`config.mk`:
```
export PLATFORM = sky130hd
export DESIGN_NAME = writeback_stage
export DESIGN_NICKNAME = d
export VERILOG_FILES = /design/src/source/mem_pkg.sv /design/src/source/writeback_stage.sv
export SDC_FILE = /design/constraint.sdc
export NUM_CORES = 1
export LEC_CHECK = 0
export BUFFER_PORTS_ARGS = -buffer_cell sky130_fd_sc_hd__buf_2
export CORE_MARGIN = 3
export CORE_UTILIZATION = 47
export CTS_BUF_LIST = sky130_fd_sc_hd__clkbuf_4 sky130_fd_sc_hd__clkbuf_8 sky130_fd_sc_hd__clkbuf_16
export DETAILED_ROUTE_END_ITERATION = 10
export PLACE_DENSITY = 0.95
export RECOVER_POWER = 100
export SYNTH_ARGS = -nofsm -noshare
export SYNTH_HDL_FRONTEND = slang
export SYNTH_SLANG_ARGS = --single-unit
```
`constraint.sdc`:
```
create_clock -name clk_i -period 3.3 [get_ports clk_i]
set_clock_uncertainty 0.1 [all_clocks]
set_input_delay 0 -clock clk_i [delete_from_list [all_inputs] [get_ports clk_i]]
set_output_delay 0 -clock clk_i [all_outputs]
set_load 0.005 [all_outputs]
```
`src/source/mem_pkg.sv`:
```
package mem_pkg;

    // datapath and register file widths
    localparam int XLEN       = 32;
    localparam int REG_ADDR_W = 5;

    // data memory geometry
    localparam int MEM_WORDS = 1024;
    localparam int MEM_IDX_W = 10;

    // address bit 30 steers the access to the I/O block
    localparam int IO_SEL_BIT = 30;

    // i/o register map, word offsets
    localparam int IO_OFS_W = 2;
    localparam logic [IO_OFS_W-1:0] IO_LED_OFS     = 2'd0;
    localparam logic [IO_OFS_W-1:0] IO_SCRATCH_OFS = 2'd1;
    localparam logic [IO_OFS_W-1:0] IO_ID_OFS      = 2'd2;
    localparam int LED_W = 8;
    localparam logic [XLEN-1:0] IO_ID_VALUE = 32'h5256_3349;

    // load/store kind, same encoding as funct3
    typedef enum logic [2:0] {
        LS_B  = 3'b000,
        LS_H  = 3'b001,
        LS_W  = 3'b010,
        LS_BU = 3'b100,
        LS_HU = 3'b101
    } ls_op_e;

    typedef enum logic [1:0] {
        CTRL_IDLE = 2'd0,
        CTRL_BUSY = 2'd1,
        CTRL_DONE = 2'd2
    } ctrl_state_e;

    // instruction as delivered by execute
    typedef struct packed {
        logic [XLEN-1:0]       alu_result;
        logic                  reg_we;
        logic [REG_ADDR_W-1:0] rd;
        logic [XLEN-1:0]       addr;
        logic [XLEN-1:0]       store_data;
        ls_op_e                ls_op;
        logic                  mem_read;
        logic                  mem_write;
    } exe_req_t;

    typedef struct packed {
        logic            read;
        logic            write;
        logic [XLEN-1:0] addr;
        logic [XLEN-1:0] wdata;
        ls_op_e          ls_op;
    } mem_req_t;

    typedef struct packed {
        logic                  reg_we;
        logic [REG_ADDR_W-1:0] rd;
        logic [XLEN-1:0]       alu_result;
        logic                  mem_read;
        logic                  io_sel;
        ls_op_e                ls_op;
        logic [1:0]            addr_lo;
        logic [XLEN-1:0]       rdata;
    } mem_wb_t;

    typedef struct packed {
        logic                  we;
        logic [REG_ADDR_W-1:0] rd;
        logic [XLEN-1:0]       data;
    } rf_write_t;

endpackage

```
`src/source/writeback_stage.sv`:
```
`timescale 1ns/1ps

module writeback_stage (
    input  logic                     clk_i,
    input  logic                     rst_i,
    input  mem_pkg::mem_wb_t         wb_i,
    input  logic [mem_pkg::XLEN-1:0] io_rdata_i,
    output mem_pkg::rf_write_t       rf_write_o
);

    logic [mem_pkg::XLEN-1:0] load_word;
    logic [mem_pkg::XLEN-1:0] shifted;
    logic [mem_pkg::XLEN-1:0] load_val;
    logic [mem_pkg::XLEN-1:0] result;
    mem_pkg::rf_write_t       rf_q;

    // i/o read data is registered on the same edge as the stage register
    assign load_word = wb_i.io_sel ? io_rdata_i : wb_i.rdata;
    assign shifted   = load_word >> {wb_i.addr_lo, 3'b000};

    always_comb begin
        case (wb_i.ls_op)
            mem_pkg::LS_B:  load_val = {{24{shifted[7]}}, shifted[7:0]};
            mem_pkg::LS_H:  load_val = {{16{shifted[15]}}, shifted[15:0]};
            mem_pkg::LS_BU: load_val = {24'd0, shifted[7:0]};
            mem_pkg::LS_HU: load_val = {16'd0, shifted[15:0]};
            default:        load_val = load_word;
        endcase
    end

    assign result = wb_i.mem_read ? load_val : wb_i.alu_result;

    always_ff @(posedge clk_i) begin
        if (!rst_i) begin
            rf_q.we <= 1'b0;
        end else begin
            rf_q.we   <= wb_i.reg_we;
            rf_q.rd   <= wb_i.rd;
            rf_q.data <= result;
        end
    end

    assign rf_write_o = rf_q;

endmodule

```
==> impl_metrics.ini <==
[finish]
drive_gt1_share_pct = 43.0
flip_flop_count_of_the_largest_register_all_copies_and_words_added = 38
flow.area_growth_from_synthesis_pct = 45.5
fin_nets = 496
stdcell_area_um2 = 3670
fillCellCount = 418
num_antenna_cells = 0
post_layout_nonfiller_instances = 456

[sta]
setup-violations-final = 0
final_hold_viol_count = 0
max_freq_mhz = 391
fin_setup_tns_ns = 0
tightest_slew_ns = 2.05
slew_violations = 39
layout_min_cycle_time_ns = 2.56
slew-limit-headroom_pct = -36.5
hold_ws_ns = 0.000513
grt_setup_unrepaired = no
crit_share_post_route_pct = 77.6

[detailed_routing]
postRouteAntennaNets = 0
route.detailed.drc = 0
route.vias.total = 2651
firstDrtPassIters = 5
route.final.wire_length_um = 8520
vias_per_cell = 5.81
drt_initial_violations = 216
wl_per_cell_um = 18.7

[power]
power.ir.vdd_worst_uv = 250
total_leakage_power_nw = 1.53
power_density_relative_to_cell_area_nw_per_um2 = 387
fin_total_pwr_mw = 1.42

[yosys]
netlist_top_cells_area = edfxtp_1, mux2_2, a41oi_1
synth.ff_latch_count = 38
synth.largest_area_cell = edfxtp_1
postSynthNetCount = 328
count_of_flip_flops_with_a_built_in_enable_after_synthesis = 37
ys_async_sr_fraction_pct = 0
yosysWarnings = 0
synth_top_cells_by_count = edfxtp_1, mux2_2, nand2_1, nor2_1, a41oi_1
synth_sequential_area_ratio_pct = 44.8
synth_cell_type_count = 29
syn_area_per_cell_um2 = 11.6
synth.most_common_cell = edfxtp_1
syn_inst = 217
synth_top_cell_area_share_pct = 44.0
syn-cell-area_um2 = 2520
ys.flop_type = edfxtp_1

[placement]
placedCellCount = 416
place_congestion = 0.851
place_hpwl_um = 5800
placed_cell_area_um2 = 3270
placement.io_buffers = 148

[grt]
antenna_violations_before_repair = 0
overflow = 0
grt_first_pass_wirelength_um = 13300
grt_util_all_layers_pct = 27.7
pin_count_of_the_biggest_net_entering_global_routing = 58
vias_in_the_first_global_route = 2781

[outcome]
violations_in_the_final_reports = max-capacitance violations, max-slew violations
outcome = complete, but fails checks

[clock_tree]
tritoncts.num_buffers = 5
cts_tree = yes
clock_tree.buffer_depth = 2
ctsHtreeMaxLevel = 2
post_cts_resized = 0
cts.sink_count = 38
clkSlewWorstSetupHoldPaths_ns = 0.08
cts-root-buf = clkbuf_8

[floorplan]
die_h_um = 79.3
design.portCount = 149
initial_cell_density_of_the_core_pct = 49.1
core_area_um2 = 5140
die_area_um2 = 6290
core.rowCount = 26
die_w_um = 79.3

[setup_path]
cp-start-kind = primary input
timing.critical_path.to_type = flop
cp_required_ns = 3.25
critical_path_arrival_ns = 2.51
crit_fanout = 24
critPathKind = primary input to flop

[worst_hold_path]
hp-class = primary input to flop

[flow_run]
max_cap_violations = 1
## cell families after synthesis
| logic type | after synthesis | share of synthesized area (%) |
|---|---|---|
| flip-flops | 38 | 44.8 |
| multiplexers | 42 | 23.2 |
| AND/OR/NAND/NOR | 51 | 8.62 |
| AO/OA/AOI/OAI | 65 | 19.4 |
| buffers and inverters | 21 | 3.91 |
## final timing paths
path	start	endpoint	cells after the start
setup / recovery	wb_i[37]	rf_write_o[2]	6
hold / removal	wb_i[48]	rf_write_o[9]	3
## critical path: stages
cell and delay, ns:
buf_2 0.32, clkbuf_1 1.05, mux4_1 0.72, a22oi_1 0.16
o211ai_1 0.10, o21a_1 0.16
## routing by layer
layer	routed length (µm)	vias to the layer above	GRT usage [%]
met5	0	-	0
met4	389	0	15.5
met3	722	31	5.22
met2	4410	176	49.7
met1	3000	1242	30.5
li1	-	1202	-
## report_power, final
group | total [mW] | switching (mW) | internal [mW] | leakage (nW)
logic | 0.345 | 0.165 | 0.180 | 1.09
clock network | 0.478 | 0.175 | 0.303 | 0.0683
registers | 0.600 | 0.0119 | 0.588 | 0.371
## stage by stage
stage	setup WS, ns	util, %
6_report	0.741	71.5
5_1_grt	0.564	71.5
4_1_cts	1.33	72.4
3_5_place_dp	1.02	63.5
3_3_place_gp	1.15	63.5
2_1_floorplan	1.62	-
## layout make-up
type                    count  area, µm²  area share, %
clock buffers               5       68.8           1.87
clock inverters             3       68.8           1.87
inverters                   1       3.75          0.102
multi-input cells         158       1280           34.8
flip-flops and latches     38       1130           30.8
well taps                  70       87.6           2.38
repair buffers            181       1040           28.2
## repair_timing
item / CTS / global route
hold endpoints to repair: 32 / 0
hold buffers: 32 / 0
buffers inserted: 0 / 0
setup endpoints to repair: 0 / 0
## layout by cell type, fill, tap and decap left out, drive strengths merged, types with 8 or more instances in the layout
cell and count:
nand2 25, mux2 32, a22oi 14, nor2 18
a21oi 9, o211ai 8, buf 125, dlygate4sd3 32
a41oi 16, edfxtp 37, clkbuf 29, mux4 8
o22ai 8
Power figures use the tool's default switching activity.
