### config.mk
export PLATFORM = sky130hd
export DESIGN_NAME = io_unit
export DESIGN_NICKNAME = d
export VERILOG_FILES = /design/src/source/mem_pkg.sv /design/src/source/io_unit.sv
export SDC_FILE = /design/constraint.sdc
export NUM_CORES = 1
export LEC_CHECK = 0
export ABC_AREA = 1
export BUFFER_PORTS_ARGS = -buffer_cell sky130_fd_sc_hd__buf_2
export CAP_MARGIN = 5
export CORE_UTILIZATION = 35
export DETAILED_ROUTE_END_ITERATION = 7
export MAX_ROUTING_LAYER = met4
export SLEW_MARGIN = 20
export SYNTH_ARGS = -nofsm -noshare
export SYNTH_HDL_FRONTEND = slang
export SYNTH_SLANG_ARGS = --single-unit
### constraint.sdc
create_clock -name clk_i -period 1.75 [get_ports clk_i]
set_input_delay 0.0875 -clock clk_i [delete_from_list [all_inputs] [get_ports clk_i]]
set_output_delay 0.0875 -clock clk_i [all_outputs]
set_load 0.02 [all_outputs]
### src/source/mem_pkg.sv
package mem_pkg;

    // datapath and register file widths
    localparam int XLEN       = 32;
    localparam int REG_ADDR_W = 5;

    // data memory geometry
    localparam int MEM_WORDS = 1024;
    localparam int MEM_IDX_W = 10;

    // address bit 30 steers the access to the I/O block
    localparam int IO_SEL_BIT = 30;

    // i/o register map, word offsets
    localparam int IO_OFS_W = 2;
    localparam logic [IO_OFS_W-1:0] IO_LED_OFS     = 2'd0;
    localparam logic [IO_OFS_W-1:0] IO_SCRATCH_OFS = 2'd1;
    localparam logic [IO_OFS_W-1:0] IO_ID_OFS      = 2'd2;
    localparam int LED_W = 8;
    localparam logic [XLEN-1:0] IO_ID_VALUE = 32'h5256_3349;

    // load/store kind, same encoding as funct3
    typedef enum logic [2:0] {
        LS_B  = 3'b000,
        LS_H  = 3'b001,
        LS_W  = 3'b010,
        LS_BU = 3'b100,
        LS_HU = 3'b101
    } ls_op_e;

    typedef enum logic [1:0] {
        CTRL_IDLE = 2'd0,
        CTRL_BUSY = 2'd1,
        CTRL_DONE = 2'd2
    } ctrl_state_e;

    // instruction as delivered by execute
    typedef struct packed {
        logic [XLEN-1:0]       alu_result;
        logic                  reg_we;
        logic [REG_ADDR_W-1:0] rd;
        logic [XLEN-1:0]       addr;
        logic [XLEN-1:0]       store_data;
        ls_op_e                ls_op;
        logic                  mem_read;
        logic                  mem_write;
    } exe_req_t;

    typedef struct packed {
        logic            read;
        logic            write;
        logic [XLEN-1:0] addr;
        logic [XLEN-1:0] wdata;
        ls_op_e          ls_op;
    } mem_req_t;

    typedef struct packed {
        logic                  reg_we;
        logic [REG_ADDR_W-1:0] rd;
        logic [XLEN-1:0]       alu_result;
        logic                  mem_read;
        logic                  io_sel;
        ls_op_e                ls_op;
        logic [1:0]            addr_lo;
        logic [XLEN-1:0]       rdata;
    } mem_wb_t;

    typedef struct packed {
        logic                  we;
        logic [REG_ADDR_W-1:0] rd;
        logic [XLEN-1:0]       data;
    } rf_write_t;

endpackage

### src/source/io_unit.sv
`timescale 1ns/1ps

module io_unit (
    input  logic                      clk_i,
    input  logic                      rst_i,
    input  mem_pkg::mem_req_t         req_i,
    output logic                      busy_o,
    output logic [mem_pkg::XLEN-1:0]  rdata_o,
    output logic [mem_pkg::LED_W-1:0] led_o
);

    logic                         phase_q;
    logic                         access;
    logic [mem_pkg::IO_OFS_W-1:0] ofs;
    logic [mem_pkg::LED_W-1:0]    led_q;
    logic [mem_pkg::XLEN-1:0]     scratch_q;
    logic [mem_pkg::XLEN-1:0]     rdata_q;
    logic [mem_pkg::XLEN-1:0]     read_word;

    assign access = req_i.read || req_i.write;
    assign ofs    = req_i.addr[mem_pkg::IO_OFS_W+1:2];

    // first cycle of an access is busy
    assign busy_o = access && !phase_q;

    always_comb begin
        case (ofs)
            mem_pkg::IO_LED_OFS: begin
                read_word = {{(mem_pkg::XLEN - mem_pkg::LED_W){1'b0}}, led_q};
            end
            mem_pkg::IO_SCRATCH_OFS: begin
                read_word = scratch_q;
            end
            mem_pkg::IO_ID_OFS: begin
                read_word = mem_pkg::IO_ID_VALUE;
            end
            default: begin
                read_word = '0;
            end
        endcase
    end

    always_ff @(posedge clk_i) begin
        if (!rst_i) begin
            phase_q   <= 1'b0;
            led_q     <= '0;
            scratch_q <= '0;
        end else begin
            phase_q <= access && !phase_q;
            // id register is read only
            if (phase_q && req_i.write) begin
                if (ofs == mem_pkg::IO_LED_OFS) begin
                    led_q <= req_i.wdata[mem_pkg::LED_W-1:0];
                end
                if (ofs == mem_pkg::IO_SCRATCH_OFS) begin
                    scratch_q <= req_i.wdata;
                end
            end
        end
    end

    // read value held until the next read completes
    always_ff @(posedge clk_i) begin
        if (phase_q && req_i.read) begin
            rdata_q <= read_word;
        end
    end

    assign rdata_o = rdata_q;
    assign led_o   = led_q;

endmodule

==> flow_summary_export.csv <==
group,metric,value,unit
sta,finalMaxSlewViolations,0,
logic_synthesis,synth_edf_count,32,
layout,drive_gt1_frac,0.2450,
pwr,p_switching,0.0008322,W
pwr,p_seq_frac,0.517,
pwr,power_density,950.7,mW/mm2
setup_path,arrival,1.54,ns
worst_hold_path,min_path_type,"in2reg",
clock_network,htreeDepth,3,
logic_synthesis,syn_area_per_cell,8.291,um2
placement,dpl_cell_area,0.003543,mm2
sta,fin_setup_tns,0,ns
pwr,p_sw_frac,0.2332,
setup_path,crit_chain,"nand2_2 > inv_2 > buf_12 > nand3_1 > nand2_1 > nor2_1",
floorplan,ios,112,
clock_network,post_cts_buffers,0,
logic_synthesis,syn_area,0.003084,mm2
setup_path,rr_worst_depth,6,
route,drt_iter0_drc,69,
placement,numPortBuffers,78,
layout,n_antenna_cell,0,
pwr,p_leak,1.776,nW
pwr,clock_power_share,0.393,
layout,fill_cells,872,
logic_synthesis,synth_nets,443,
setup_path,reg2reg_from,"phase_q$_SDFF_PN0_",
setup_path,cp_slowest_stage_delay,0.39,ns
clock_network,cts_made_buffers,9,
global_route,grtUsageTotal,0.1543,
sta,slew_headroom,0.6796,
global_route,grt_pass1_wl,10310,um
global_route,grt_max_degree,33,
setup_path,crit_path_top_delay_cell,"dfxtp_1",
clock_network,cts_max_path_buffers,2,
sta,rsz0062_at_grt,"no",
clock_network,cts_root_buffer,"clkbuf_8",
logic_synthesis,ys.flop_type,"dfxtp_1",
worst_hold_path,holdPathEnd,"scratch_q[20]$_SDFFE_PN0P_",
global_route,grt_pass1_vias,2260,
setup_path,timing.rr.end,"scratch_q[15]$_SDFFE_PN0P_",
placement,gp_congestion,0.7291,
floorplan,fp.coreArea,0.008382,mm2
sta,finalCritPeriodShare,0.7504,
pwr,p_int,0.002736,W
layout,multi_input_area,973.4,um2
layout,design_area,0.003754,mm2
pwr,comb_power_share,0.090,
clock_network,cts_sinks,73,
route,dr.pass1.iters,4,
placement,pre_cts_ws,0.4694,ns
logic_synthesis,synth_top_area_frac,0.3116,
global_route,grt-ovfl-total,0,
setup_path,ff2ff_setup_slack,0.44,ns
clock_network,clk_pin_slew,0.08,ns
worst_hold_path,holdPathStages,5,
setup_path,start_kind,"flop",
sta,worstMarginPinSlew,0.4806,ns
worst_hold_path,min_from,"req_i[23]",
route,drt-vias-per-instance,4.344,
clock_network,cts-hold-fix-buffers,0,
clock_network,ctsResizeCount,0,
layout,regArea,0.001782,mm2
logic_synthesis,netlist_instances,372,
sta,layout_setup_ws,0.4368,ns
route,dr_total_vias,2424,
setup_path,worstPathRequired,1.98,ns
run,cap_violations,0,
route,ant_nets,0,
route,remaining_drc_errors,0,
sta,fin_crit,1.313,ns
sta,fin_skew,0.01045,ns
sta,holdWs,0.06298,ns
outcome,outcome,"complete, no violations",
global_route,antenna_found_initial,0,
clock_network,cts_tree,"done",
setup_path,crit_type,"reg2reg",
logic_synthesis,ys_ff_latch,73,
setup_path,endpoint_kind,"flop",
setup_path,cp.depth,6,
logic_synthesis,synth_area_leader_cell,"edfxtp_1",
clock_network,clk_latency,0.34,ns
logic_synthesis,ys_top_cells_by_count,"nor2_1 (91), nand2_1 (86), inv_1 (46)",
sta,finalSetupViolations,0,
route,wire_per_inst,11.26,um
route,routed_wl,6283,um
floorplan,die_h,95.87,um
logic_synthesis,ys_seq_area_frac,0.5777,
floorplan,core.rowCount,33,
layout,areaGrowthSynthToFinish,21.70,%
logic_synthesis,yosysWarnings,0,
sta,finalHoldViolCount,0,
layout,nNetsFinal,519,
floorplan,fp.dieW,95.87,um
logic_synthesis,ys_types,18,
pwr,ir_drop,335.7,uV
setup_path,cp_top_family,"buffers and inverters",
setup_path,crit_fanout,30,
sta,fmax,761.5,MHz
setup_path,crit_buf_inv,2,
placement,hpwlAfterDp,4135,um
logic_synthesis,yosysMostFrequentCell,"nor2_1",
floorplan,start_util,0.3680,
logic_synthesis,netlist_top_cells_area,"edfxtp_1 (31%), dfxtp_1 (27%), nor2_1 (11%), nand2_1 (10%), nand3_1 (6.5%)",
logic_synthesis,synthArstFlopShare,0,
floorplan,die-area,0.009191,mm2
## metrics by stage
step / power [W] / utilization / cells
finish: 0.003569 / 0.4478 / 558
global placement: 0.002205 / 0.4228 / 542
detailed placement: 0.002210 / 0.4228 / 542
CTS: 0.003609 / 0.4478 / 558
floorplan: 0.002097 / - / 372
global route: 0.003726 / 0.4478 / 558
## kinds of logic after synthesis
group / synth area share
AND/OR/NAND/NOR: 0.3108
buffers and inverters: 0.1067
AO/OA/AOI/OAI: 0.004867
flip-flops: 0.5777
## power by group through the flow
stage,Combinational (W),Clock [W],Sequential [W]
after floorplan,0.000182,0,0.00192
final,0.000322,0.00140,0.00184
after global routing,0.000366,0.00151,0.00185
after CTS,0.000327,0.00144,0.00184
after detailed placement,0.000327,0,0.00188
after global placement,0.000323,0,0.00188
## final cells by class
type | instances | share of cell area
multi-input cells | 231 | 0.2593
clock buffers | 10 | 0.03400
inverters | 49 | 0.04900
well taps | 105 | 0.03500
flip-flops and latches | 73 | 0.4747
clock inverters | 6 | 0.02200
repair buffers | 84 | 0.1260
## worst max path at each step
stage	slack [ns]	end	start
floorplan	0.31	rdata_o[0]$_DFFE_PP_	phase_q$_SDFF_PN0_
global placement	0.49	scratch_q[12]$_SDFFE_PN0P_	phase_q$_SDFF_PN0_
detailed placement	0.47	scratch_q[15]$_SDFFE_PN0P_	phase_q$_SDFF_PN0_
CTS	0.44	scratch_q[15]$_SDFFE_PN0P_	phase_q$_SDFF_PN0_
global route	0.33	scratch_q[6]$_SDFFE_PN0P_	phase_q$_SDFF_PN0_
finish	0.44	scratch_q[15]$_SDFFE_PN0P_	phase_q$_SDFF_PN0_
## worst register-to-register path, cell delays in order, from the launching register on
cell     delay (ns)
dfxtp_1        0.39
nand2_2        0.15
inv_2          0.22
buf_12         0.22
nand3_1        0.10
nand2_1        0.09
nor2_1         0.05
## layer usage
metal	wire length (um)	track usage	up-vias
met2	2939	0.2548	62
met4	96	0.06343	0
met5	0	-	-
met3	338	0.03476	10
met1	2908	0.1819	1065
li1	-	-	1287
## registers in the layout, summed over array words and instances (netlist names)
| signal | flops |
|---|---|
| scratch_q | 32 |
| phase_q | 1 |
| rdata_o | 32 |
| led_o | 8 |
## layout by cell type (no fill, tap or decap), types with 2 or more instances in the layout
cell / n
dfxtp_1: 41
edfxtp_1: 32
o21ai_0: 3
bufinv_16: 2
buf_12: 3
clkinv_2: 2
buf_2: 78
inv_2: 3
clkbuf_8: 9
nand3_1: 40
inv_1: 46
buf_4: 3
nand2_1: 86
nor2_1: 91
nor2_2: 6
No activity file was read; power rests on OpenSTA's default activity.
