===== src/source/mem_pkg.sv =====
package mem_pkg;

    // datapath and register file widths
    localparam int XLEN       = 32;
    localparam int REG_ADDR_W = 5;

    // data memory geometry
    localparam int MEM_WORDS = 1024;
    localparam int MEM_IDX_W = 10;

    // address bit 30 steers the access to the I/O block
    localparam int IO_SEL_BIT = 30;

    // i/o register map, word offsets
    localparam int IO_OFS_W = 2;
    localparam logic [IO_OFS_W-1:0] IO_LED_OFS     = 2'd0;
    localparam logic [IO_OFS_W-1:0] IO_SCRATCH_OFS = 2'd1;
    localparam logic [IO_OFS_W-1:0] IO_ID_OFS      = 2'd2;
    localparam int LED_W = 8;
    localparam logic [XLEN-1:0] IO_ID_VALUE = 32'h5256_3349;

    // load/store kind, same encoding as funct3
    typedef enum logic [2:0] {
        LS_B  = 3'b000,
        LS_H  = 3'b001,
        LS_W  = 3'b010,
        LS_BU = 3'b100,
        LS_HU = 3'b101
    } ls_op_e;

    typedef enum logic [1:0] {
        CTRL_IDLE = 2'd0,
        CTRL_BUSY = 2'd1,
        CTRL_DONE = 2'd2
    } ctrl_state_e;

    // instruction as delivered by execute
    typedef struct packed {
        logic [XLEN-1:0]       alu_result;
        logic                  reg_we;
        logic [REG_ADDR_W-1:0] rd;
        logic [XLEN-1:0]       addr;
        logic [XLEN-1:0]       store_data;
        ls_op_e                ls_op;
        logic                  mem_read;
        logic                  mem_write;
    } exe_req_t;

    typedef struct packed {
        logic            read;
        logic            write;
        logic [XLEN-1:0] addr;
        logic [XLEN-1:0] wdata;
        ls_op_e          ls_op;
    } mem_req_t;

    typedef struct packed {
        logic                  reg_we;
        logic [REG_ADDR_W-1:0] rd;
        logic [XLEN-1:0]       alu_result;
        logic                  mem_read;
        logic                  io_sel;
        ls_op_e                ls_op;
        logic [1:0]            addr_lo;
        logic [XLEN-1:0]       rdata;
    } mem_wb_t;

    typedef struct packed {
        logic                  we;
        logic [REG_ADDR_W-1:0] rd;
        logic [XLEN-1:0]       data;
    } rf_write_t;

endpackage


===== src/source/addr_decoder.sv =====
`timescale 1ns/1ps

module addr_decoder (
    input  logic read_i,
    input  logic write_i,
    input  logic addr_bit_i,
    output logic dmem_rd_o,
    output logic dmem_wr_o,
    output logic io_sel_o
);

    logic access;

    assign access = read_i || write_i;

    // only a real access is marked as I/O
    assign io_sel_o = access && addr_bit_i;

    // data memory never sees an I/O address
    assign dmem_rd_o = read_i && !addr_bit_i;
    assign dmem_wr_o = write_i && !addr_bit_i;

endmodule


===== src/source/mem_stage.sv =====
`timescale 1ns/1ps

module mem_stage (
    input  logic                     clk_i,
    input  logic                     rst_i,
    input  mem_pkg::exe_req_t        exe_req_i,
    input  logic                     dmem_ready_i,
    input  logic [mem_pkg::XLEN-1:0] dmem_rdata_i,
    input  logic                     io_busy_i,
    input  logic [mem_pkg::XLEN-1:0] io_rdata_i,
    output mem_pkg::mem_req_t        dmem_req_o,
    output mem_pkg::mem_req_t        io_req_o,
    output logic                     stall_o,
    output mem_pkg::mem_wb_t         wb_o
);

    logic             dmem_rd;
    logic             dmem_wr;
    logic             io_sel;
    mem_pkg::mem_wb_t wb_q;

    addr_decoder u_addr_decoder (
        .read_i     (exe_req_i.mem_read),
        .write_i    (exe_req_i.mem_write),
        .addr_bit_i (exe_req_i.addr[mem_pkg::IO_SEL_BIT]),
        .dmem_rd_o  (dmem_rd),
        .dmem_wr_o  (dmem_wr),
        .io_sel_o   (io_sel)
    );

    // data memory request
    always_comb begin
        dmem_req_o.read  = dmem_rd;
        dmem_req_o.write = dmem_wr;
        dmem_req_o.addr  = exe_req_i.addr;
        dmem_req_o.wdata = exe_req_i.store_data;
        dmem_req_o.ls_op = exe_req_i.ls_op;
    end

    // i/o request
    always_comb begin
        io_req_o.read  = exe_req_i.mem_read && io_sel;
        io_req_o.write = exe_req_i.mem_write && io_sel;
        io_req_o.addr  = exe_req_i.addr;
        io_req_o.wdata = exe_req_i.store_data;
        io_req_o.ls_op = exe_req_i.ls_op;
    end

    // hold execute while either target is still working
    assign stall_o = ((dmem_rd || dmem_wr) && !dmem_ready_i) || io_busy_i;

    always_ff @(posedge clk_i) begin
        if (!rst_i) begin
            wb_q.reg_we   <= 1'b0;
            wb_q.mem_read <= 1'b0;
        end else if (stall_o) begin
            // bubble toward write-back
            wb_q.reg_we   <= 1'b0;
            wb_q.mem_read <= 1'b0;
        end else begin
            wb_q.reg_we     <= exe_req_i.reg_we;
            wb_q.rd         <= exe_req_i.rd;
            wb_q.alu_result <= exe_req_i.alu_result;
            wb_q.mem_read   <= exe_req_i.mem_read;
            wb_q.io_sel     <= io_sel;
            wb_q.ls_op      <= exe_req_i.ls_op;
            wb_q.addr_lo    <= exe_req_i.addr[1:0];
            wb_q.rdata      <= io_sel ? io_rdata_i : dmem_rdata_i;
        end
    end

    assign wb_o = wb_q;

endmodule


===== config.mk =====
export PLATFORM = sky130hd
export DESIGN_NAME = mem_stage
export DESIGN_NICKNAME = d
export VERILOG_FILES = /design/src/source/mem_pkg.sv /design/src/source/addr_decoder.sv /design/src/source/mem_stage.sv
export SDC_FILE = /design/constraint.sdc
export NUM_CORES = 1
export LEC_CHECK = 0
export BUFFER_PORTS_ARGS = -buffer_cell sky130_fd_sc_hd__buf_4
export CAP_MARGIN = 20
export CORE_AREA = 2 2 152 154
export CTS_CLUSTER_SIZE = 8
export DETAILED_ROUTE_END_ITERATION = 8
export DIE_AREA = 0 0 154 156
export PLACE_DENSITY = 0.53
export SLEW_MARGIN = 20
export SYNTH_ARGS = -nofsm -noshare
export SYNTH_HDL_FRONTEND = slang
export SYNTH_SLANG_ARGS = --single-unit
export TNS_END_PERCENT = 1

===== constraint.sdc =====
create_clock -name clk_i -period 8.22 [get_ports clk_i]
set_input_delay 0.411 -clock clk_i [delete_from_list [all_inputs] [get_ports clk_i]]
set_output_delay 0.411 -clock clk_i [all_outputs]
set_load 0.01 [all_outputs]

==> run metrics, run 1 <==
outcome=finished clean; clk slew on worst S/H paths=around 0.070 ns; post-cts repair resize count=0; final period utilization=roughly a quarter; post-synthesis compound-gate area fraction=less than 1%; ys flop type=edfxtp_1; synthesized area=between 3000 and 4000 um^2; crit path DAT=about 1.9 ns; fin worst setup slack=about 6.3 ns; remaining global-route overflow=0; worst slew pin tran=just under 1 ns; clk sinks=77; Crit Path Class=primary input to flip-flop; pwr dens=201.6 nW/um^2; YS warnings=0; DIE AREA=between 20000 and 25000 um^2; main combinational cell family by area after synthesis=buffers and inverters; Vias per Instance=~3.5; first-pass GRT wire length=between 15000 and 20000 um; Post-Synthesis Cells=about 260; Avg Cell Area, Syn=between 10 and 15 um^2; Final Core Density=between 20% and 30%; CTS Root Cell=clkbuf_16; Std-Cell Core Area=around 22000 um^2; Slew HR=a little over a third; Cell Count, Final, Fillers Out=roughly 630; Max VDD drop=~0.077 mV; First-pass DRT Iterations=4; Syn Nets=around 440; dominant cells by area after synthesis=edfxtp_1 58%, buf_4 26%, mux2_4 11%; CP Launch Type=primary input; Max Root-Sink Buffers=2; CTS Hold Buffers Added=0; vias in the first global route=2226; Setup TNS=0 ns; H-tree lvl count=3; DR vias=~2200; synth cell count leaders=136 x buf_4, 75 x edfxtp_1, 29 x mux2_4, 3 x buf_6, 3 x mux2_2; simple-gate share of the synthesized area=1.342%; Final Hold Viols=0; Post-synth EDFFs=75; Seq/Total Area, Yosys=58.55%; Syn-to-layout area delta=30.43%; top cell type's share of synthesized area=between 50% and 60%; Die Width=154 um; num rows=55; RSZ-0062 raised after global routing=no; Hold Path Cell Cnt=1; placed insts=617; GPL Wtd Cong=roughly 0.8; Die Y=~160 um; CP Capture Type=flip-flop; power consumption=~1 mW; dpl ws=between 5 and 6 ns; nets=between 500 and 600; most common cell in the synthesized netlist=buf_4; initial antenna violation count=0; post-synth top area cell=edfxtp_1; CTS tree=yes; largest net degree at the start of global routing=between 70 and 80; Leak=roughly 2.2 nW; Antenna Diode Count=0; drc violations=0; critical path fanouts, max=75; max cap viols=0; Post-Layout Inst Area=~5000 um^2; Max Freq=approximately 500 MHz; synthesized flop and latch total=77; post-route ant nets=0; proportion of layout cells with a drive suffix above 1=75.29%; Adder-Cell Fraction of Synth Area=0%; routed wire length=~13000 um; Routed WL per cell=21.12 um; GRT Total Usage=a little over a tenth; DP Area=4798 um^2; Setup Viol. Count Final=0; # port buffers=slightly above 200; Post-CTS Setup Bufs=0; # IOs=391; Initial DRC Count=between 80 and 90; xor/xnor cell area share of the yosys netlist=0%; Starting Density=17.50%; synth unique cells=18; worst min-delay path category=primary input to flip-flop; hold_ws=~0.25 ns; max reg flops=77; WP data required=8.18 ns; min Tclk post-route=between 1.5 and 2 ns; max-slew violations=0; async set-reset flop share out of synthesis=0%; post-synthesis mux area share=about an eighth; Num CTS Buffers=9
[power breakdown]
group / switching, mW / total, mW / internal [mW]
registers: 0.00770 / 0.471 / 0.464
logic: 0.0590 / 0.151 / 0.0915
clock network: 0.168 / 0.408 / 0.240
total: 0.235 / 1.03 / 0.795
[critical path: stages]
cell and delay (ns):
buf_4 0.14, or2_2 0.34, a211oi_4 0.20, buf_4 0.73
[cell usage in the layout (no fill, tap or decap), types with 2 or more instances in the layout]
cell type,n
buf_4,209
mux2_4,29
mux2_2,3
clkbuf_16,9
inv_6,2
inv_1,2
edfxtp_1,75
clkinvlp_4,2
dfxtp_1,2
[final cells by class]
class,instances,area [um^2]
Fill cell,2348,17260
Clock inverter,7,82.58
Sequential cell,77,2292
Clock buffer,9,225.2
Multi-Input combinational cell,44,573.1
Timing Repair Buffer,209,1569
Tap cell,285,356.6
Inverter,2,7.507
[final timing paths]
path | from | endpoint
hold / removal | exe_req_i[104] | wb_o[68]$_DFFE_PP_
setup / recovery | exe_req_i[1] | wb_o[37]$_DFFE_PP_
[routing by layer]
layer  up-vias  track usage (%)  wire length, um
li1        928                -                -
met1       989            7.497             3405
met2       260            20.52             7438
met3        28            6.861             2135
met4         0            4.895              386
met5         -                0                0
[cell families (layout without fill, tap and decap cells)]
group                  count (synthesis)  count (layout)
muxes                                 32              32
and+or+nand+nor                        8               8
buffers and inverters                141             227
AOI/OAI and AO/OA                      4               4
DFF                                   77              77
No activity file was read; power rests on OpenSTA's default activity.
==> run 2: changes to the inputs <==
- CORE_AREA: 2 2 152 154 -> 2 2 150 152
- DIE_AREA: 0 0 154 156 -> 0 0 152 154
- PLACE_DENSITY: 0.53 -> 0.56
- clock period: 8.22 -> 1.7 ns (I/O delays scaled with it)
==> run 2 against run 1 <==
  * Highest routed layer unchanged
  * Combinational power grew to 5.6 times the previous value
  * Largest cell class unchanged
  * Cell area up 11%
  * Critical path depth is 1 higher
  * Total power grew to 5.1 times the previous value
==> run metrics, run 2 (synthesis gave the netlist of run 1 again) <==
Num CTS Buffers=9 (unchanged); Crit Path Class=primary input to flip-flop; final period utilization=between 80% and 90%; Antenna Diode Count=0 (unchanged); CP Capture Type=flip-flop; first-pass GRT wire length=17830 um (+3.4%); Max VDD drop=0.3724 mV (+380%); Leak=2.419 nW (+11%); proportion of layout cells with a drive suffix above 1=67.59% (-7.7 points); met3 wire length=1985 um (-7.0%); DR vias=2375 (+7.7%); post-route ant nets=0 (unchanged); CTS Hold Buffers Added=43 (+43); vias in the first global route=2539 (+14%); CTS Root Cell=clkbuf_16; Die Width=152 um (-1.3%); Setup TNS=0 ns (unchanged); largest net degree at the start of global routing=34 (-55%); GPL Wtd Cong=0.8041 (+2.0%); Starting Density=18.05% (+0.55 points); crit path DAT=1.47 ns (-0.45 ns); Std-Cell Core Area=21690 um^2 (-3.0%); Syn-to-layout area delta=44.26%; power consumption=5.213 mW (+410%); remaining global-route overflow=0 (unchanged); drc violations=0 (unchanged); worst slew pin tran=0.5622 ns (-0.4111 ns); post-cts repair resize count=0 (unchanged); commonest non-fill, non-tap cell in the layout=buf_4; Slew HR=62.29% (+27 points); initial antenna violation count=1 (+1); CTS tree=yes; clk slew on worst S/H paths=0.06 ns (about the same); outcome=finished clean; dpl ws=0.1644 ns (-5.726 ns); Max Freq=roughly 700 MHz; most frequent cells in the layout=213 x buf_4, 75 x edfxtp_1, 43 x dlygate4sd3_1, 29 x mux2_4, 9 x clkbuf_16; max cap viols=0 (unchanged); DP Area=4885 um^2 (+1.8%); nets=568 (+9.7%); GRT Total Usage=10.67% (+0.24 points); Max Root-Sink Buffers=2 (unchanged); Routed WL per cell=19.58 um (-7.3%); critical path fanouts, max=24 (-68%); max reg flops=77 (unchanged); Hold Path Cell Cnt=2 (+1); # IOs=391 (unchanged); First-pass DRT Iterations=4 (unchanged); routed wire length=13280 um (-0.68%); DR top layer=met4; min Tclk post-route=roughly 1.4 ns; WP data required=1.74 ns (-6.44 ns); Die Y=154 um (-1.3%); worst min-delay path category=primary input to flip-flop; # port buffers=207 (unchanged); Vias per Instance=3.503 (+0.56%); num rows=54 (-1.8%); H-tree lvl count=3 (unchanged); RSZ-0062 raised after global routing=no; Setup Viol. Count Final=0 (unchanged); CP Launch Type=primary input; hold_ws=0.04583 ns (-0.2003 ns); max-slew violations=0 (unchanged); Fill cells=2191 (-6.7%); pwr dens=922.9 nW/um^2 (+360%); Post-CTS Setup Bufs=0 (unchanged); Post-Layout Inst Area=5648 um^2 (+11%); clk sinks=77 (unchanged); DIE AREA=23410 um^2 (-2.6%); M1 wire length=3716 um (+9.1%); Post-DP HPWL=around 11000 um; Final Hold Viols=0 (unchanged); fin worst setup slack=0.2675 ns (-5.992 ns); WL met2=7265 um (-2.3%); Initial DRC Count=89 (+1.1%)
run 2: cell types whose count changed in the layout (fill, tap and decap cells not counted), sizes merged:
cell	delta
clkinvlp	-1
inv	-1
clkbuf	+1
bufinv	+1
dlygate4sd3	+43
buf	+7
run 2: power breakdown:
| part | total (mW) | leakage [nW] | internal, mW | switching (mW) |
|---|---|---|---|---|
| Combinational | 0.841 | 1.54 | 0.529 | 0.312 |
| Sequential | 2.28 | 0.714 | 2.24 | 0.0412 |
| Clock | 2.09 | 0.160 | 1.34 | 0.753 |
run 2: area by class of cell:
type	instances	area (um^2)	area share [%]
repair buffers	259	2090	37.00
flip-flops and latches	77	2292	40.58
well taps	280	350.3	6.203
clock inverters	6	93.84	1.661
clock buffers	10	239.0	4.231
inverters	2	7.507	0.1329
multi-input cells	44	575.6	10.19
run 2: critical path, stage by stage:
cell and delay [ns]:
dlygate4sd3_1 0.54, buf_4 0.16, a211oi_4 0.24, buf_12 0.21
buf_12 0.19
run 2: path summary, 6_finish.rpt:
kind,startpoint,end,slack (ns)
setup / recovery,io_busy_i,wb_o[35]$_DFFE_PP_,0.27
hold / removal,dmem_rdata_i[6],wb_o[6]$_DFFE_PP_,0.05
run 2: routing by layer:
metal / vias up / GRT usage [%]
li1: 1027 / -
met1: 1044 / 8.256
met2: 282 / 20.57
met3: 22 / 7.074
met4: 0 / 4.183
met5: - / 0
run 2: through the flow:
stage | util (%) | std cells
after floorplan | - | 262
after global placement | 22.52 | 619
after detailed placement | 22.52 | 619
after CTS | 26.04 | 678
after global routing | 26.04 | 678
final | 26.04 | 678
==> run 3: changes to the inputs <==
- clock period: 1.7 -> 1.3 ns (I/O delays scaled with it)
==> run 3 against run 2 <==
  * Routed wire length down 0.65%
  * Worst hold slack worse by 0.018 ns
  * Critical path depth unchanged
  * Largest power group unchanged
  * Non-clock buffer count up 12
  * Via count about the same
  * Final cell count up 1.8%
  * First-iteration DRC count down 15%
  * Die area unchanged
  * Core utilization up 0.37 points
  * Critical endpoint is now wb_o[69]$_DFFE_PP_
  * Sequential cell count unchanged
==> run metrics, run 3 (synthesis gave the netlist of run 1 again) <==
outcome=finished clean; Routed WL per cell=19.11 um (-2.4%); Crit Path Class=primary input to flip-flop; CTS Root Cell=clkbuf_16; combinational share of power=16.9% (+0.8 points); vias in the first global route=2514 (-0.98%); Multi-input gate area=575.6 um^2 (unchanged); sequential share of power=44.6% (+0.8 points); commonest non-fill, non-tap cell in the layout=buf_4; # port buffers=207 (unchanged); proportion of layout cells with a drive suffix above 1=68.54% (+0.95 points); Leak=2.473 nW (+2.2%); remaining global-route overflow=0 (unchanged); max cap viols=0 (unchanged); Post-DP HPWL=11110 um (+1.4%); final period utilization=between 70% and 80%; Starting Density=18.05% (unchanged); drc violations=0 (unchanged); Max Root-Sink Buffers=2 (unchanged); largest net degree at the start of global routing=24 (-29%); min Tclk post-route=about 1.0 ns; GRT Total Usage=10.56% (-0.10 points); Std-Cell Core Area=21690 um^2 (unchanged); crit path from=exe_req_i[1]; Antenna Diode Count=0 (unchanged); Setup Viol. Count Final=0 (unchanged); Die Width=152 um (unchanged); Num CTS Buffers=9 (unchanged); most frequent cells in the layout=224 x buf_4, 75 x edfxtp_1, 43 x dlygate4sd3_1, 29 x mux2_4, 9 x clkbuf_16; nets=580 (+2.1%); DR vias=2373 (-0.084%); P_sw=1.500 mW (+36%); RSZ-0062 raised after global routing=no; Max VDD drop=0.5154 mV (+38%); CP Launch Type=primary input; initial antenna violation count=0 (-1); routed wire length=13190 um (-0.65%); clk sinks=77 (unchanged); max reg flops=77 (unchanged); max-slew violations=0 (unchanged); clk slew on worst S/H paths=0.07 ns (about the same); # IOs=391 (unchanged); first-pass GRT wire length=17800 um (-0.19%); First-pass DRT Iterations=4 (unchanged); worst slew pin tran=0.2529 ns (-0.3094 ns); Sw Share=22.45% (+1.2 points); critical path fanouts, max=18 (-25%); CP Capture Type=flip-flop; crit path DAT=1.08 ns (-0.39 ns); P_int=5.180 mW (+26%); DIE AREA=23410 um^2 (unchanged); Initial DRC Count=76 (-15%); WP data required=1.34 ns (-0.40 ns); pwr dens=1166 nW/um^2 (+26%); post-route ant nets=0 (unchanged); worst min-delay path category=primary input to flip-flop; Setup crit end=wb_o[69]$_DFFE_PP_; Fill cells=2185 (-0.27%); Post-CTS Setup Bufs=0 (unchanged); dpl ws=-0.1051 ns (-0.2695 ns); Final Hold Viols=0 (unchanged); Slew HR=83.08% (+21 points); Vias per Instance=3.439 (-1.8%); hold_ws=0.02752 ns (-0.01831 ns); H-tree lvl count=3 (unchanged); fin worst setup slack=0.2605 ns (-0.006956 ns); FF/Latch Area=2292 um^2 (unchanged); Max Freq=962.0 MHz; CTS tree=yes; Syn-to-layout area delta=46.34%; GPL Wtd Cong=0.7960 (-1.0%); Clk pwr share=38.5% (-1.6 points); Die Y=154 um (unchanged); num rows=54 (unchanged)
==> run 3: area by class of cell <==
type                    instances  area share (%)
flip-flops and latches         77           40.01
repair buffers                271           38.26
multi-input cells              44           10.05
well taps                     280           6.115
clock buffers                   9           3.931
clock inverters                 7           1.507
inverters                       2          0.1310
==> run 3: how the worst min path moves through the flow <==
stage                          from             endpoint  slack (ns)  depth (start not counted)
global route          io_rdata_i[6]    wb_o[6]$_DFFE_PP_        0.01                          2
finish              dmem_rdata_i[7]    wb_o[7]$_DFFE_PP_        0.03                          2
CTS                 dmem_rdata_i[7]    wb_o[7]$_DFFE_PP_       0.008                          2
global placement       exe_req_i[9]          io_req_o[7]        0.13                          0
floorplan                 io_busy_i  wb_o[76]$_SDFF_PP0_        0.14                          1
detailed placement     exe_req_i[9]          io_req_o[7]        0.13                          0
==> run 3: critical path, stage by stage <==
cell and delay (ns):
buf_4 0.12, or2_4 0.26, a211oi_4 0.28, buf_12 0.19
buf_12 0.16
==> run 3: power by group through the flow <==
stage / logic (mW) / clock network [mW] / registers (mW)
after floorplan: 0.667 / 0 / 3.13
after global placement: 1.03 / 0 / 3.03
after detailed placement: 1.04 / 0 / 3.04
after CTS: 1.14 / 2.67 / 2.98
after global routing: 1.19 / 2.79 / 2.99
final: 1.13 / 2.57 / 2.98
==> run 3: per-stage QoR <==
step           utilization, %  cells  power [mW]  TNS [ns]  instance area (um^2)
6_report                26.42    690       6.680         0                  5729
5_1_grt                 26.42    690       6.974         0                  5729
4_1_cts                 26.42    690       6.799         0                  5729
3_5_place_dp            23.00    631       4.074    -7.647                  4987
3_3_place_gp            23.00    631       4.062    -6.223                  4987
2_1_floorplan               -    262       3.792   -108.33                  3930
==> run 3: metal layers <==
| layer | up-vias | GRT usage (%) | share of wire (%) | wire, um |
|---|---|---|---|---|
| met3 | 16 | 6.821 | 14 | 1912 |
| met5 | - | 0 | 0 | 0 |
| li1 | 1059 | - | - | - |
| met1 | 1029 | 7.152 | 26 | 3437 |
| met2 | 269 | 21.84 | 57 | 7579 |
| met4 | 0 | 4.005 | 2.0 | 260 |
==> run 3: timing repair <==
item | CTS | global route
hold endpoints to repair | 43 | 0
hold buffers | 43 | 0
gates resized for setup | 0 | 0
endpoints found under the setup margin | 0 | 0
